### src/include/corr_macros.svh
// ********************************************************************
// correlator sizing macros.
// fifo depth, packet length and the largest accepted exponents.
// ********************************************************************

`ifndef CORR_MACROS_SVH
`define CORR_MACROS_SVH

// packet fifo, sized in bytes.
`define CORR_FIFO_DEPTH 16
`define CORR_FIFO_PTR_W 4
`define CORR_FIFO_CNT_W 5

// one packet is count_x, count_y, count_xy, sequence.
`define CORR_PKT_LEN 4

// ********************************************************************
// exponent limits, larger writes are clamped.
// ********************************************************************
`define CORR_MAX_WIN_EXP 8
`define CORR_MAX_PER_EXP 7

`endif

### src/corr_pkg.sv
// ********************************************************************
// correlator shared types.
// register map, byte, exponent and count types.
// ********************************************************************

`default_nettype none

package corr_pkg;

  typedef logic [7:0] corr_byte_t;
  typedef logic [3:0] corr_exp_t;
  typedef logic [8:0] corr_cnt_t; // 2^8 samples need the ninth bit.

  typedef enum logic [1:0] {
    LED_SRC_X,
    LED_SRC_Y,
    LED_SRC_XY
  } corr_led_src_t;

  typedef enum logic [2:0] {
    REG_WIN_EXP   = 3'd0,
    REG_PER_EXP   = 3'd1,
    REG_LED_SRC   = 3'd2,
    REG_FIFO_DATA = 3'd3,
    REG_FIFO_STAT = 3'd4,
    REG_FLUSH     = 3'd5
  } corr_reg_addr_t;

endpackage

`default_nettype wire

### src/corr_top.sv
// ********************************************************************
// coincidence correlator top.
// register front end, window accumulator, packet fifo and led pwm.
// ********************************************************************

`timescale 1ns/1ps
`default_nettype none
`include "corr_macros.svh"

module corr_top import corr_pkg::*; (
  input  logic       i_clk,
  input  logic       i_arst_n,
  input  logic       i_cg,
  input  logic       i_x,
  input  logic       i_y,
  input  corr_byte_t i_up_data,
  input  logic       i_up_valid,
  output logic       o_up_ready,
  output corr_byte_t o_dn_data,
  output logic       o_dn_valid,
  input  logic       i_dn_ready,
  output logic       o_led
);

  corr_exp_t                   win_exp;
  corr_exp_t                   per_exp;
  corr_led_src_t               led_src;
  logic                        cfg_restart;
  logic                        fifo_pop;
  logic                        fifo_flush;
  logic                        fifo_push;
  logic                        fifo_empty;
  logic                        fifo_room_pkt;
  logic [`CORR_FIFO_CNT_W-1:0] fifo_count;
  corr_byte_t                  fifo_head;
  corr_byte_t                  fifo_wdata;
  corr_byte_t                  last_x, last_y, last_xy;
  logic                        win_done;

  reg_frontend u_frontend (
    .i_clk         (i_clk),
    .i_arst_n      (i_arst_n),
    .i_up_data     (i_up_data),
    .i_up_valid    (i_up_valid),
    .o_up_ready    (o_up_ready),
    .o_dn_data     (o_dn_data),
    .o_dn_valid    (o_dn_valid),
    .i_dn_ready    (i_dn_ready),
    .o_win_exp     (win_exp),
    .o_per_exp     (per_exp),
    .o_led_src     (led_src),
    .o_cfg_restart (cfg_restart),
    .o_fifo_pop    (fifo_pop),
    .o_fifo_flush  (fifo_flush),
    .i_fifo_head   (fifo_head),
    .i_fifo_empty  (fifo_empty),
    .i_fifo_count  (fifo_count)
  );

  corr_window_acc u_acc (
    .i_clk           (i_clk),
    .i_arst_n        (i_arst_n),
    .i_cg            (i_cg),
    .i_x             (i_x),
    .i_y             (i_y),
    .i_win_exp       (win_exp),
    .i_per_exp       (per_exp),
    .i_cfg_restart   (cfg_restart),
    .i_fifo_room_pkt (fifo_room_pkt),
    .o_fifo_push     (fifo_push),
    .o_fifo_wdata    (fifo_wdata),
    .o_last_x        (last_x),
    .o_last_y        (last_y),
    .o_last_xy       (last_xy),
    .o_win_done      (win_done)
  );

  pkt_fifo u_fifo (
    .i_clk      (i_clk),
    .i_arst_n   (i_arst_n),
    .i_push     (fifo_push),
    .i_wdata    (fifo_wdata),
    .i_pop      (fifo_pop),
    .i_flush    (fifo_flush),
    .o_head     (fifo_head),
    .o_empty    (fifo_empty),
    .o_count    (fifo_count),
    .o_room_pkt (fifo_room_pkt)
  );

  led_pwm u_pwm (
    .i_clk      (i_clk),
    .i_arst_n   (i_arst_n),
    .i_led_src  (led_src),
    .i_last_x   (last_x),
    .i_last_y   (last_y),
    .i_last_xy  (last_xy),
    .i_win_done (win_done),
    .o_led      (o_led)
  );

endmodule

`default_nettype wire

### src/corr_window_acc.sv
// ********************************************************************
// coincidence window accumulator.
// samples x and y at a programmable period, counts x, y and x&y
// per window and serializes each finished window as a packet.
// ********************************************************************

`timescale 1ns/1ps
`default_nettype none
`include "corr_macros.svh"

module corr_window_acc import corr_pkg::*; (
  input  logic       i_clk,
  input  logic       i_arst_n,
  input  logic       i_cg,
  input  logic       i_x,
  input  logic       i_y,
  input  corr_exp_t  i_win_exp,
  input  corr_exp_t  i_per_exp,
  input  logic       i_cfg_restart,
  input  logic       i_fifo_room_pkt,
  output logic       o_fifo_push,
  output corr_byte_t o_fifo_wdata,
  output corr_byte_t o_last_x,
  output corr_byte_t o_last_y,
  output corr_byte_t o_last_xy,
  output logic       o_win_done
);

  logic [`CORR_MAX_PER_EXP-1:0] per_cnt;
  logic [`CORR_MAX_PER_EXP-1:0] per_mask;
  logic [`CORR_MAX_WIN_EXP-1:0] smp_cnt;
  logic [`CORR_MAX_WIN_EXP-1:0] win_mask;
  corr_cnt_t                    cnt_x, cnt_y, cnt_xy;
  corr_cnt_t                    nxt_x, nxt_y, nxt_xy;
  corr_byte_t                   seq;
  corr_byte_t                   pkt_q [`CORR_PKT_LEN];
  logic [1:0]                   pkt_idx;
  logic                         pkt_busy;
  logic                         pkt_last;
  logic                         pkt_take;
  logic                         sample_en;
  logic                         win_end;

  function automatic corr_byte_t sat8(input corr_cnt_t c);
    sat8 = c[8] ? 8'hff : c[7:0];
  endfunction

  assign per_mask  = ~({`CORR_MAX_PER_EXP{1'b1}} << i_per_exp);
  assign win_mask  = ~({`CORR_MAX_WIN_EXP{1'b1}} << i_win_exp);
  assign sample_en = i_cg && (per_cnt == '0);
  assign win_end   = sample_en && (smp_cnt == win_mask);

  // counts including the sample taken this cycle.
  assign nxt_x  = cnt_x + corr_cnt_t'(i_x);
  assign nxt_y  = cnt_y + corr_cnt_t'(i_y);
  assign nxt_xy = cnt_xy + corr_cnt_t'(i_x & i_y);

  // a new packet may follow directly behind the last byte of the previous one.
  // otherwise it is dropped like a packet without fifo room.
  assign pkt_last = pkt_busy && (pkt_idx == 2'(`CORR_PKT_LEN - 1));
  assign pkt_take = win_end && i_fifo_room_pkt && (!pkt_busy || pkt_last);

  assign o_fifo_push  = pkt_busy;
  assign o_fifo_wdata = pkt_q[pkt_idx];

  always_ff @(posedge i_clk or negedge i_arst_n) begin
    if (!i_arst_n) begin
      per_cnt    <= '0;
      smp_cnt    <= '0;
      cnt_x      <= '0;
      cnt_y      <= '0;
      cnt_xy     <= '0;
      seq        <= '0;
      pkt_busy   <= 1'b0;
      pkt_idx    <= '0;
      o_win_done <= 1'b0;
    end else if (i_cfg_restart) begin
      per_cnt    <= '0;
      smp_cnt    <= '0;
      cnt_x      <= '0;
      cnt_y      <= '0;
      cnt_xy     <= '0;
      seq        <= '0;
      pkt_busy   <= 1'b0; // unsent bytes are abandoned.
      pkt_idx    <= '0;
      o_win_done <= 1'b0;
    end else begin
      o_win_done <= win_end;
      if (i_cg) per_cnt <= (per_cnt == per_mask) ? '0 : per_cnt + 1'b1;
      if (win_end) begin
        smp_cnt <= '0;
        cnt_x   <= '0;
        cnt_y   <= '0;
        cnt_xy  <= '0;
        seq     <= seq + 1'b1; // advances on dropped packets too.
      end else if (sample_en) begin
        smp_cnt <= smp_cnt + 1'b1;
        cnt_x   <= nxt_x;
        cnt_y   <= nxt_y;
        cnt_xy  <= nxt_xy;
      end
      if (pkt_take) begin
        pkt_busy <= 1'b1;
        pkt_idx  <= '0;
      end else if (pkt_busy) begin
        pkt_idx <= pkt_idx + 1'b1;
        if (pkt_last) pkt_busy <= 1'b0;
      end
    end
  end

  always_ff @(posedge i_clk) begin
    if (pkt_take) begin
      pkt_q[0] <= sat8(nxt_x);
      pkt_q[1] <= sat8(nxt_y);
      pkt_q[2] <= sat8(nxt_xy);
      pkt_q[3] <= seq;
    end
    if (win_end) begin
      o_last_x  <= sat8(nxt_x);
      o_last_y  <= sat8(nxt_y);
      o_last_xy <= sat8(nxt_xy);
    end
  end

endmodule

`default_nettype wire

### src/led_pwm.sv
// ********************************************************************
// led pwm.
// shows one count of the last finished window as a duty cycle.
// ********************************************************************

`timescale 1ns/1ps
`default_nettype none

module led_pwm import corr_pkg::*; (
  input  logic          i_clk,
  input  logic          i_arst_n,
  input  corr_led_src_t i_led_src,
  input  corr_byte_t    i_last_x,
  input  corr_byte_t    i_last_y,
  input  corr_byte_t    i_last_xy,
  input  logic          i_win_done,
  output logic          o_led
);

  corr_byte_t metric_q;
  corr_byte_t pwm_cnt;

  always_ff @(posedge i_clk or negedge i_arst_n) begin
    if (!i_arst_n) begin
      metric_q <= '0; // dark until the first window.
      pwm_cnt  <= '0;
    end else begin
      pwm_cnt <= pwm_cnt + 1'b1;
      if (i_win_done) begin
        case (i_led_src)
          LED_SRC_X:  metric_q <= i_last_x;
          LED_SRC_Y:  metric_q <= i_last_y;
          LED_SRC_XY: metric_q <= i_last_xy;
          default:    metric_q <= '0;
        endcase
      end
    end
  end

  assign o_led = (pwm_cnt < metric_q);

endmodule

`default_nettype wire

### src/pkt_fifo.sv
// ********************************************************************
// packet byte fifo.
// circular buffer with fall-through head and a whole-packet room flag.
// ********************************************************************

`timescale 1ns/1ps
`default_nettype none
`include "corr_macros.svh"

module pkt_fifo import corr_pkg::*; (
  input  logic                        i_clk,
  input  logic                        i_arst_n,
  input  logic                        i_push,
  input  corr_byte_t                  i_wdata,
  input  logic                        i_pop,
  input  logic                        i_flush,
  output corr_byte_t                  o_head,
  output logic                        o_empty,
  output logic [`CORR_FIFO_CNT_W-1:0] o_count,
  output logic                        o_room_pkt
);

  corr_byte_t                   mem [`CORR_FIFO_DEPTH];
  logic [`CORR_FIFO_PTR_W-1:0]  wr_ptr;
  logic [`CORR_FIFO_PTR_W-1:0]  rd_ptr;
  logic                         do_push;
  logic                         do_pop;

  assign o_empty = (o_count == '0);
  assign do_push = i_push && (o_count != `CORR_FIFO_CNT_W'(`CORR_FIFO_DEPTH));
  assign do_pop  = i_pop && !o_empty;
  assign o_head  = mem[rd_ptr];

  // the byte being written this cycle already counts as taken.
  assign o_room_pkt = (int'(o_count) + int'(i_push) + `CORR_PKT_LEN) <= `CORR_FIFO_DEPTH;

  always_ff @(posedge i_clk or negedge i_arst_n) begin
    if (!i_arst_n) begin
      wr_ptr  <= '0;
      rd_ptr  <= '0;
      o_count <= '0;
    end else if (i_flush) begin
      wr_ptr  <= '0;
      rd_ptr  <= '0;
      o_count <= '0;
    end else begin
      if (do_push) wr_ptr <= wr_ptr + 1'b1;
      if (do_pop) rd_ptr <= rd_ptr + 1'b1;
      o_count <= o_count + do_push - do_pop;
    end
  end

  always_ff @(posedge i_clk) begin
    if (do_push && !i_flush) mem[wr_ptr] <= i_wdata;
  end

endmodule

`default_nettype wire

### src/reg_frontend.sv
// ********************************************************************
// byte-pipe register front end.
// decodes host command bytes, holds the configuration and
// answers reads on the downstream pipe.
// ********************************************************************

`timescale 1ns/1ps
`default_nettype none
`include "corr_macros.svh"

module reg_frontend import corr_pkg::*; (
  input  logic                        i_clk,
  input  logic                        i_arst_n,
  input  corr_byte_t                  i_up_data,
  input  logic                        i_up_valid,
  output logic                        o_up_ready,
  output corr_byte_t                  o_dn_data,
  output logic                        o_dn_valid,
  input  logic                        i_dn_ready,
  output corr_exp_t                   o_win_exp,
  output corr_exp_t                   o_per_exp,
  output corr_led_src_t               o_led_src,
  output logic                        o_cfg_restart,
  output logic                        o_fifo_pop,
  output logic                        o_fifo_flush,
  input  corr_byte_t                  i_fifo_head,
  input  logic                        i_fifo_empty,
  input  logic [`CORR_FIFO_CNT_W-1:0] i_fifo_count
);

  typedef enum logic [1:0] {
    ST_IDLE,
    ST_DATA,
    ST_RESP
  } fe_state_t;

  fe_state_t      state_q;
  corr_reg_addr_t addr_q;
  corr_reg_addr_t cmd_addr;
  corr_byte_t     resp_q;
  corr_byte_t     rd_data;
  logic           up_fire;
  logic           rd_fire;
  logic           wr_fire;

  function automatic corr_exp_t clamp_exp(input corr_byte_t v, input corr_byte_t lim);
    clamp_exp = (v > lim) ? corr_exp_t'(lim) : corr_exp_t'(v);
  endfunction

  assign o_up_ready = (state_q != ST_RESP);
  assign up_fire    = i_up_valid && o_up_ready;
  assign cmd_addr   = corr_reg_addr_t'(i_up_data[2:0]);
  assign rd_fire    = up_fire && (state_q == ST_IDLE) && !i_up_data[7];
  assign wr_fire    = up_fire && (state_q == ST_DATA);

  // pop only together with the capture of the head byte.
  assign o_fifo_pop    = rd_fire && (cmd_addr == REG_FIFO_DATA) && !i_fifo_empty;
  assign o_fifo_flush  = wr_fire && (addr_q == REG_FLUSH);
  assign o_cfg_restart = wr_fire && ((addr_q == REG_WIN_EXP) || (addr_q == REG_PER_EXP));

  assign o_dn_valid = (state_q == ST_RESP);
  assign o_dn_data  = resp_q; // held until the transfer.

  always_comb begin
    case (cmd_addr)
      REG_WIN_EXP:   rd_data = corr_byte_t'(o_win_exp);
      REG_PER_EXP:   rd_data = corr_byte_t'(o_per_exp);
      REG_LED_SRC:   rd_data = corr_byte_t'(o_led_src);
      REG_FIFO_DATA: rd_data = i_fifo_empty ? '0 : i_fifo_head;
      REG_FIFO_STAT: rd_data = {i_fifo_empty, 2'b00, i_fifo_count};
      default:       rd_data = '0;
    endcase
  end

  // ********************************************************************
  // command fsm and configuration registers.
  // ********************************************************************
  always_ff @(posedge i_clk or negedge i_arst_n) begin
    if (!i_arst_n) begin
      state_q   <= ST_IDLE;
      addr_q    <= REG_WIN_EXP;
      o_win_exp <= '0;
      o_per_exp <= '0;
      o_led_src <= LED_SRC_X;
    end else begin
      case (state_q)
        ST_IDLE: begin
          if (up_fire) begin
            if (i_up_data[7]) begin // write, data byte follows.
              addr_q  <= cmd_addr;
              state_q <= ST_DATA;
            end else begin
              state_q <= ST_RESP;
            end
          end
        end
        ST_DATA: begin
          if (up_fire) begin
            state_q <= ST_IDLE;
            case (addr_q)
              REG_WIN_EXP: o_win_exp <= clamp_exp(i_up_data, 8'(`CORR_MAX_WIN_EXP));
              REG_PER_EXP: o_per_exp <= clamp_exp(i_up_data, 8'(`CORR_MAX_PER_EXP));
              REG_LED_SRC: o_led_src <= corr_led_src_t'(i_up_data[1:0]);
              default:     ; // read-only or flush.
            endcase
          end
        end
        ST_RESP: begin
          if (i_dn_ready) state_q <= ST_IDLE;
        end
        default: state_q <= ST_IDLE;
      endcase
    end
  end

  always_ff @(posedge i_clk) begin
    if (rd_fire) resp_q <= rd_data;
  end

endmodule

`default_nettype wire

### config.mk
export PLATFORM = sky130hd
export DESIGN_NAME = corr_top
export DESIGN_NICKNAME = d
export VERILOG_FILES = /design/src/corr_pkg.sv /design/src/corr_top.sv /design/src/corr_window_acc.sv /design/src/led_pwm.sv /design/src/pkt_fifo.sv /design/src/reg_frontend.sv
export VERILOG_INCLUDE_DIRS = /design/src /design/src/include
export SDC_FILE = /design/constraint.sdc
export NUM_CORES = 1
export LEC_CHECK = 0
export ABC_AREA = 1
export BUFFER_PORTS_ARGS = -buffer_cell sky130_fd_sc_hd__buf_2
export CORE_MARGIN = 2
export CORE_UTILIZATION = 35
export CTS_CLUSTER_DIAMETER = 30
export DETAILED_ROUTE_END_ITERATION = 6
export GPL_TIMING_DRIVEN = 0
export SYNTH_ARGS = -nofsm -noshare
export SYNTH_HDL_FRONTEND = slang
export SYNTH_SLANG_ARGS = --single-unit
### constraint.sdc
create_clock -name i_clk -period 3.7 [get_ports i_clk]
set_clock_uncertainty 0.15 [all_clocks]
set_input_delay 0.74 -clock i_clk [delete_from_list [all_inputs] [get_ports i_clk]]
set_output_delay 0.74 -clock i_clk [all_outputs]
set_load 0.005 [all_outputs]
* Word-level counts from Yosys, hierarchy flattened
Memory sizes are Yosys's and may differ from the RTL's. Index checks and enable logic that the tools add are counted.
Storage, ports and cells: memories kept 2, bits in registers 130, memory bits (writable) 160, word-level logic and storage cells 153, bits of input ports 15
Cells by class: add/subtract/negate cells 14, shift-type cells 2, eq/ne operators 19, reduce and logical (&&, ||, !) cells 39, bitwise logic cells 3, mux-type cells 47, order comparisons 4
Memories:
- u_fifo.mem | depth 16, width 8, read ports 1, clocked after Yosys merged registers in 0, wr ports 1, line pkt_fifo.sv:23 | corr_byte_t mem [`CORR_FIFO_DEPTH];
- u_acc.pkt_q | depth 4, width 8, read ports 1, clocked after Yosys merged registers in 0, wr ports 4, line corr_window_acc.sv:36 | corr_byte_t pkt_q [`CORR_PKT_LEN];
Operators by type and width (count):
- $mux 9 | 9
- $mux 8 | 9
- $pmux 8 s5 | 1
- $add 32x4->32 const B | 1
- $le 32x6->1 const B | 1
- $add 8x1->8 const B | 3
- $mux 4 | 6
- $pmux 8 s3 | 1
- $mux 7 | 3
- $add 9x1->9 | 2
- $logic_and 1x1->1 | 16
- $reduce_and 3->1 | 5
- $mux 2 | 7
- $add 9x9->9 | 1
- $eq 3x2->1 const B | 3
- $mux 1 | 9
- $add 4x1->4 const B | 2
- $eq 8x8->1 | 1
- $gt 8x3->1 const B | 1
- $gt 8x4->1 const B | 1
- $lt 8x8->1 | 1
- $not 8->8 | 1
- $reduce_bool 2->1 | 4
- $shl 8x4->8 const A | 1
- 25 further kinds | 39

* Depth between registers and ports, before layout
Gate-level depths: netlist of the first run.
word-level depth 9, depth in mapped cells 16, mapped depth without buffers 16

* Modules after synthesis
From an unflattened synthesis of the first run, not the netlist that was laid out.
Unflattened totals: cells, all modules 1529, area total of the unflattened synthesis 14069.7 um2
Modules (own cells, without submodules):
- pkt_fifo | cells each 676, area each 6555.0 um2, sequential area each 4169.0 um2, times used 1
- corr_window_acc | cells each 592, area each 5393.9 um2, sequential area each 3032.9 um2, times used 1
- reg_frontend | cells each 143, area each 1148.6 um2, sequential area each 615.6 um2, times used 1
- led_pwm | cells each 118, area each 972.2 um2, sequential area each 400.4 um2, times used 1

* Worst setup path before layout of the first run
No wires, ideal clock.
kind register to register, start point reg u_acc.pkt_busy, in the netlist u_acc.o_fifo_push, end point mem u_acc.pkt_q[0][0] (netlist bit), enable pin, setup slack 0.212 ns, buffers on the path 0, period minus slack after synthesis 3.488 ns, data arrival time 2.917 ns, stages on the path, launching flop included 9, library setup time 0.421 ns, cell sequence dfrtp_1 -> ha_1 -> ha_1 -> or2_2 -> nand2_1 -> nor2_1 -> nor2_1 -> nand4_1 -> nor2_1
RTL lines:
- start: declaration | line corr_window_acc.sv:38 | logic pkt_busy;
- start signal: assignment | line corr_window_acc.sv:74 | pkt_busy <= 1'b0;
- start signal: assignment | line corr_window_acc.sv:84 | pkt_busy <= 1'b0;
- start signal: assignment | line corr_window_acc.sv:103 | pkt_busy <= 1'b1;
- end: declaration | line corr_window_acc.sv:36

* Final worst setup path of the first run
start point reg u_fifo.o_count[2], end point reg u_fifo.o_count[4]
On the way: word-level cells in the longest chain between the ends 6, elaborated cells between the ends (all ways) 9
Ends and longest elaborated chain:
- start: declaration | line pkt_fifo.sv:19 | output logic [`CORR_FIFO_CNT_W-1:0] o_count,
- start signal: assignment | line pkt_fifo.sv:49 | o_count <= o_count + do_push - do_pop;
- parallel branches: the longest is 4 deep, another holds $add 5x1->5
- $sub 5x1->5 * | line pkt_fifo.sv:49
- $mux 5 * | line pkt_fifo.sv:42 | end else if (i_flush) begin
Mark *: on every way between the ends. A chain may end at the register's enable or synchronous reset.

==> results of run 1 <==
worst paths after layout:
path | depth (start not counted) | to | slack (ns)
worst max register to register | 16 | u_fifo.o_count[4] | 0.67
min in group asynchronous | 2 | u_acc.cnt_x[7] | 0.52
worst min register to register | 1 | u_pwm.pwm_cnt[0] | 0.31
worst max-delay path | 16 | u_fifo.o_count[4] | 0.67
worst min-delay path | 2 | u_frontend.state_q[1] | 0.18
max in group asynchronous | 3 | u_frontend.o_win_exp[2] | 2.18
registers in the layout, summed over array words and instances (netlist names), 3 cells and up:
register              count
u_fifo.o_count            5
u_acc.smp_cnt             8
u_frontend.o_win_exp      4
u_acc.cnt_xy              9
u_acc.cnt_x               9
u_acc.o_last_xy           8
u_acc.o_last_x            8
u_frontend.addr_q         3
u_fifo.wr_ptr             4
u_acc.per_cnt             7
u_acc.cnt_y               9
u_acc.pkt_q              32
u_acc.o_last_y            8
u_acc.seq                 8
u_frontend.o_per_exp      4
u_pwm.pwm_cnt             8
u_pwm.metric_q            8
u_fifo.mem              128
u_frontend.o_dn_data      8
u_fifo.rd_ptr             4
per-stage QoR:
step	power, mW	std cells
floorplan	7.00	1323
global placement	8.21	1859
detailed placement	8.31	1861
CTS	14.3	1975
global route	15.0	1976
finish	14.2	1976
timing repair:
item | in CTS | in global routing
gates resized for setup | 0 | 0
endpoints found under the hold margin | 33 | 0
hold buffers | 1 | 0
power groups by stage:
stage / combinational, mW / clock [mW] / sequential, mW
after floorplan: 2.49 / 0 / 4.51
after global placement: 3.61 / 0 / 4.60
after detailed placement: 3.71 / 0 / 4.61
after CTS: 3.73 / 5.99 / 4.55
after global routing: 4.23 / 6.16 / 4.60
final: 3.75 / 5.91 / 4.55
routing by layer:
layer  vias up  track usage [%]
met4         0             5.21
met3        48             3.41
met2       296             27.8
li1       4788                -
met5         -                0
met1      4768             22.2
cell families (layout without fill, tap and decap cells):
logic type	Yosys count	in the layout	synth area share (%)
flip-flops	290	290	61.4
XOR/XNOR	31	31	2.03
adder cells (fa/ha/maj)	36	36	3.42
AND/OR/NAND/NOR	578	578	18.4
buffers and inverters	156	298	4.72
AO/OA/AOI/OAI	231	231	9.89
multiplexers	1	1	0.0842
cells in the mapped netlist, types with 3 or more instances:
master	count	area share (%)
nand2_1	242	6.8
edfxtp_1	192	43
nor2_1	171	4.8
o21ai_0	137	5.1
inv_1	105	2.9
nand3_1	99	3.7
dfrtp_1	98	18
ha_1	35	3.3
o22ai_1	30	1.4
xor2_1	29	1.9
a21oi_1	24	0.90
clkbuf_1	23	0.65
nand4_1	20	0.94
nor3_1	16	0.60
o211ai_1	16	0.90
buf_2	13	0.49
o221ai_1	13	0.85
or2_2	11	0.51
nor2_2	8	0.37
nand2_2	5	0.23
buf_1	4	0.11
buf_6	4	0.34
inv_2	4	0.11
clkinv_1	3	0.084
nand3_2	3	0.22
cell type report:
| type | instances | area [um^2] |
|---|---|---|
| Multi-Input combinational cell | 877 | 4580 |
| Buffer | 44 | 211 |
| Timing Repair Buffer | 29 | 180 |
| Tap cell | 511 | 639 |
| Sequential cell | 290 | 8220 |
| Clock buffer | 64 | 1540 |
| Clock inverter | 49 | 724 |
| Fill cell | 3539 | 21200 |
| Inverter | 112 | 420 |
==> out/results.tsv, run 1 <==
stage	metric	value	unit
finish	drive_gt1_share	13.8	%
yosys	ys_types	38	
pwr	leakagePower	6.69	nW
min_path	min_path_type	input port to register	
floorplanning	pin_count	26	
yosys	yosys_warnings	0	
timing	worst_pin_slew	1.26	ns
route	m1WireLength	14400	um
route	routed_wl	32300	um
setup_path	cp_slowest_cell	dfrtp_1	
finish	area_growth	23.4	%
timing	fin_ws	0.669	ns
floorplanning	start_util	35.5	%
floorplanning	coreArea	37700	um^2
clock_network	cts_made_buffers	60	
place	io_buffers	25	
pwr	switching_share	34.1	%
pwr	power_per_cell_area	861	nW/um^2
clock_network	root_buffer	clkbuf_16	
route	num_vias	9900	
yosys	syn_nets	1374	
global_routing	grt_pass1_wl	52000	um
route	vias_per_cell	5.01	
route	dr.pass1.iters	7	
timing	fin_crit	3.03	ns
setup_path	cp.required	4.07	ns
finish	fin_util	43.8	%
timing	finalHoldViolations	0	
route	drt-initial-drc-count	748	
finish	final_cell_mix	242 x nand2_1, 192 x edfxtp_1, 170 x nor2_1, 137 x o21ai_0, 105 x inv_1	
timing	finalSetupTns	0	ns
yosys	synth.ff_latch_count	290	
global_routing	grt_pass1_vias	9599	
run	drv_cap	0	
place	placed_area	14200	um^2
route	route.met2.wl	15400	um
route	highest_layer	met4	
route	ant_nets	0	
pwr	power.net_switching	4.84	mW
yosys	async_flop_share	33.8	%
pwr	p_int	9.37	mW
yosys	synthFlopType	edfxtp_1	
timing	fin_crit_sh	81.9	%
global_routing	overflow	0	
setup_path	crit_buf_inv	4	
clock_network	post_cts_buffers	0	
timing	fmax	330	MHz
clock_network	cts_buffer_depth	3	
yosys	mappedNetlistArea	13400	um^2
finish	diodes	0	
setup_path	start_kind	register	
pwr	ir_worst_vdd	0.567	mV
floorplanning	dieArea	39800	um^2
setup_path	critical_path.max_fanout	7	
timing	holdWs	0.179	ns
outcome	status	complete, no violations	
floorplanning	die_h	200	um
min_path	min_from	i_dn_ready	
floorplanning	fp-row-count	71	
timing	max_slew_margin	16.2	%
yosys	synthCells	1323	
yosys	synth_edf_count	192	
pwr	comb_power_share	26.4	%
finish	finalInstanceArea	16500	um^2
pwr	pwr-share-seq	32.0	%
place	dp_slack	0.264	ns
setup_path	critPathKind	register to register	
route	drc	0	
pwr	p_clk_share	41.6	%
setup_path	max_stage_delay	0.46	ns
timing	rsz0062_at_grt	no	
route	wl_met3	1870	um
timing	slew_violations	0	
floorplanning	die_x	200	um
timing	setup_viol	0	
finish	final_common_cell	nand2_1	
global_routing	antenna_found_initial	0	
yosys	avgSynthCellArea	10.1	um^2
setup_path	cp_top_family	adder cells	
yosys	ys_seq_area_share	61.4	%
clock_network	h-tree-depth	2	
setup_path	arrival	3.40	ns
place	hpwl	22000	um
clock_network	clk_latency	0.59	ns
place	gp_congestion	0.840	
setup_path	reg2reg_from	u_fifo.o_count[2]	
setup_path	critPathMostFrequentCell	inv_1	
route	detail_route.wl_per_cell	16.3	um
setup_path	crit_path_end_kind	register	
global_routing	grt_max_degree	66	
finish	nNetsFinal	1465	
setup_path	cp-startpoint	u_fifo.o_count[2]	
clock_network	cts_tree	built	
clock_network	clock-sinks	290	
global_routing	grtUsageTotal	16.8	%
setup_path	path_cells	inv_1, ha_1, nand4_1, nand2_1, inv_1, nand2_1, inv_1, ha_1, inv_1, ha_1, fa_1, nand2_1, a21oi_1, nor2_1, o21ai_0, a21oi_1	
clock_network	path_clk_slew	0.05	ns
Power figures use the tool's default switching activity.
==> run 2, diff against run 1 <==
clock period = 2.95 ns   (was 3.7 ns; I/O delays follow)
==> run 2 against run 1 <==
Sequential power increased by 26%. Critical path type unchanged. Non-clock buffer count grew 6. Flip-flop and latch count is the same. Via count increased by 2.7%. Core utilization rose by 0.50 points.
==> out/results.tsv, run 2 (synthesis results as in run 1) <==
stage	metric	value	unit
finish	area_growth	24.8	%
route	drt-initial-drc-count	812	
global_routing	grtUsageTotal	17.2	%
finish	final-instance-count-excl-fill	1995	
global_routing	grt_pass1_wl	52900	um
timing	fin_ws	0.168	ns
route	num_vias	10200	
floorplanning	die_x	200	um
pwr	power_per_cell_area	1080	nW/um^2
finish	final_common_cell	nand2_1	
finish	diodes	0	
finish	reg_top3	u_fifo.mem: 128 flops, u_acc.pkt_q: 32 flops	
place	gp_congestion	0.836	
clock_network	root_buffer	clkbuf_16	
pwr	power.total	18.0	mW
clock_network	cts_buffer_depth	3	
timing	worst_pin_slew	1.28	ns
finish	final_cell_mix	241 x nand2_1, 192 x edfxtp_1, 169 x nor2_1, 137 x o21ai_0, 101 x inv_1	
timing	setup_viol	0	
pwr	leakagePower	6.80	nW
route	ant_nets	0	
route	detail_route.wl_per_cell	16.7	um
finish	nNetsFinal	1480	
global_routing	overflow	0	
route	vias_per_cell	5.10	
clock_network	cts_made_buffers	68	
setup_path	cp_slowest_cell	dfrtp_2	
timing	max_slew_margin	14.3	%
route	dr.pass1.iters	6	
finish	largest_reg_flops	128	
floorplanning	die_h	200	um
floorplanning	fp-row-count	71	
setup_path	cp.required	3.28	ns
clock_network	clock-sinks	290	
global_routing	grt_pass1_vias	9836	
min_path	min_path_type	input port to register	
timing	holdWs	0.0413	ns
outcome	status	complete, no violations	
place	dp.cells	1862	
clock_network	clk_latency	0.58	ns
setup_path	crit_path_end_kind	register	
clock_network	h-tree-depth	3	
setup_path	crit_buf_inv	4	
place	hpwl	22300	um
global_routing	grt_max_degree	67	
setup_path	arrival	3.11	ns
place	io_buffers	25	
floorplanning	pin_count	26	
run	drv_cap	0	
global_routing	antenna_found_initial	0	
timing	fin_crit	2.78	ns
timing	fin_crit_sh	94.3	%
clock_network	path_clk_slew	0.05	ns
route	drc	0	
finish	top_register	u_fifo.mem	
finish	drive_gt1_share	14.8	%
floorplanning	coreArea	37700	um^2
route	routed_wl	33300	um
setup_path	cp_top_family	adder cells	
timing	slew_violations	0	
clock_network	cts_tree	built	
floorplanning	start_util	35.5	%
setup_path	max_stage_delay	0.45	ns
timing	fmax	359	MHz
floorplanning	dieArea	39800	um^2
timing	rsz0062_at_grt	yes	
place	dp_slack	-0.324	ns
setup_path	path_cells	inv_1, ha_1, nand4_1, nand2_2, inv_2, nand2_1, inv_1, ha_1, inv_1, ha_1, fa_2, nand2_1, a21oi_1, nor2_1, o21ai_0, a21oi_1	
setup_path	critPathKind	register to register	
timing	finalHoldViolations	0	
setup_path	start_kind	register	
setup_path	critical_path.max_fanout	7	
pwr	ir_worst_vdd	0.761	mV
-- run 2: cell types whose count changed in the layout (fill, tap and decap cells not counted), sizes merged --
cell      delta
inv          -5
clkbuf      +16
buf          +6
clkinv      +14
clkinvlp     -6
bufinv       -7
nor2         +1
-- run 2: per-layer routing --
layer | track usage (%) | part of all wire, %
met1 | 23.0 | 43
met5 | 0 | 0
met4 | 6.39 | 2.5
met3 | 3.46 | 6.9
met2 | 27.7 | 47
-- run 2: final timing paths --
check                                         to  cells past startpoint  slack [ns]              start
hold reg to reg                 u_pwm.pwm_cnt[0]                      1        0.32   u_pwm.pwm_cnt[0]
max in group asynchronous      u_fifo.o_count[2]                      3        1.53           i_arst_n
setup / recovery               u_fifo.o_count[4]                     16        0.17  u_fifo.o_count[2]
hold / removal             u_frontend.state_q[1]                      2        0.04         i_dn_ready
min in group asynchronous         u_acc.cnt_x[8]                      2        0.36           i_arst_n
setup reg to reg               u_fifo.o_count[4]                     16        0.17  u_fifo.o_count[2]
-- run 2: layout make-up --
type | count | area, um^2
timing repair buffer | 35 | 238
tap | 511 | 639
inverter | 112 | 424
clock buffer | 80 | 1770
buffer | 44 | 211
clock inverter | 45 | 586
fill | 3575 | 21000
multi-input combinational | 878 | 4610
sequential | 290 | 8220
-- run 2: repair_timing --
item                                   4_1_cts  5_1_grt
gates cloned                                 1        0
gates resized for setup                      5        9
setup buffers                                3        3
hold buffers                                 1        0
pin swaps                                    2        2
endpoints found under the hold margin       32        0
setup endpoints to repair                   59       91
-- run 2: report_power, final --
part | switching [mW] | internal, mW | total (mW)
clock | 2.53 | 5.00 | 7.53
sequential | 0.406 | 5.32 | 5.72
combinational | 3.35 | 1.41 | 4.76
total | 6.29 | 11.7 | 18.0
-- run 2: worst register-to-register path: stages, from the launching register on --
cell and delay, ns:
dfrtp_2 0.45, inv_1 0.09, ha_1 0.17, nand4_1 0.16
nand2_2 0.13, inv_2 0.08, nand2_1 0.06, inv_1 0.06
ha_1 0.27, inv_1 0.04, ha_1 0.23, fa_2 0.36
nand2_1 0.07, a21oi_1 0.06, nor2_1 0.11, o21ai_0 0.09
a21oi_1 0.12
-- run 2: through the flow --
step / TNS (ns) / utilization (%) / instance area, um^2
2_1_floorplan: 0 / - / 13400
3_3_place_gp: -9.49 / 37.6 / 14100
3_5_place_dp: -5.90 / 37.7 / 14200
4_1_cts: 0 / 44.2 / 16600
5_1_grt: -0.0365 / 44.3 / 16700
6_report: 0 / 44.3 / 16700
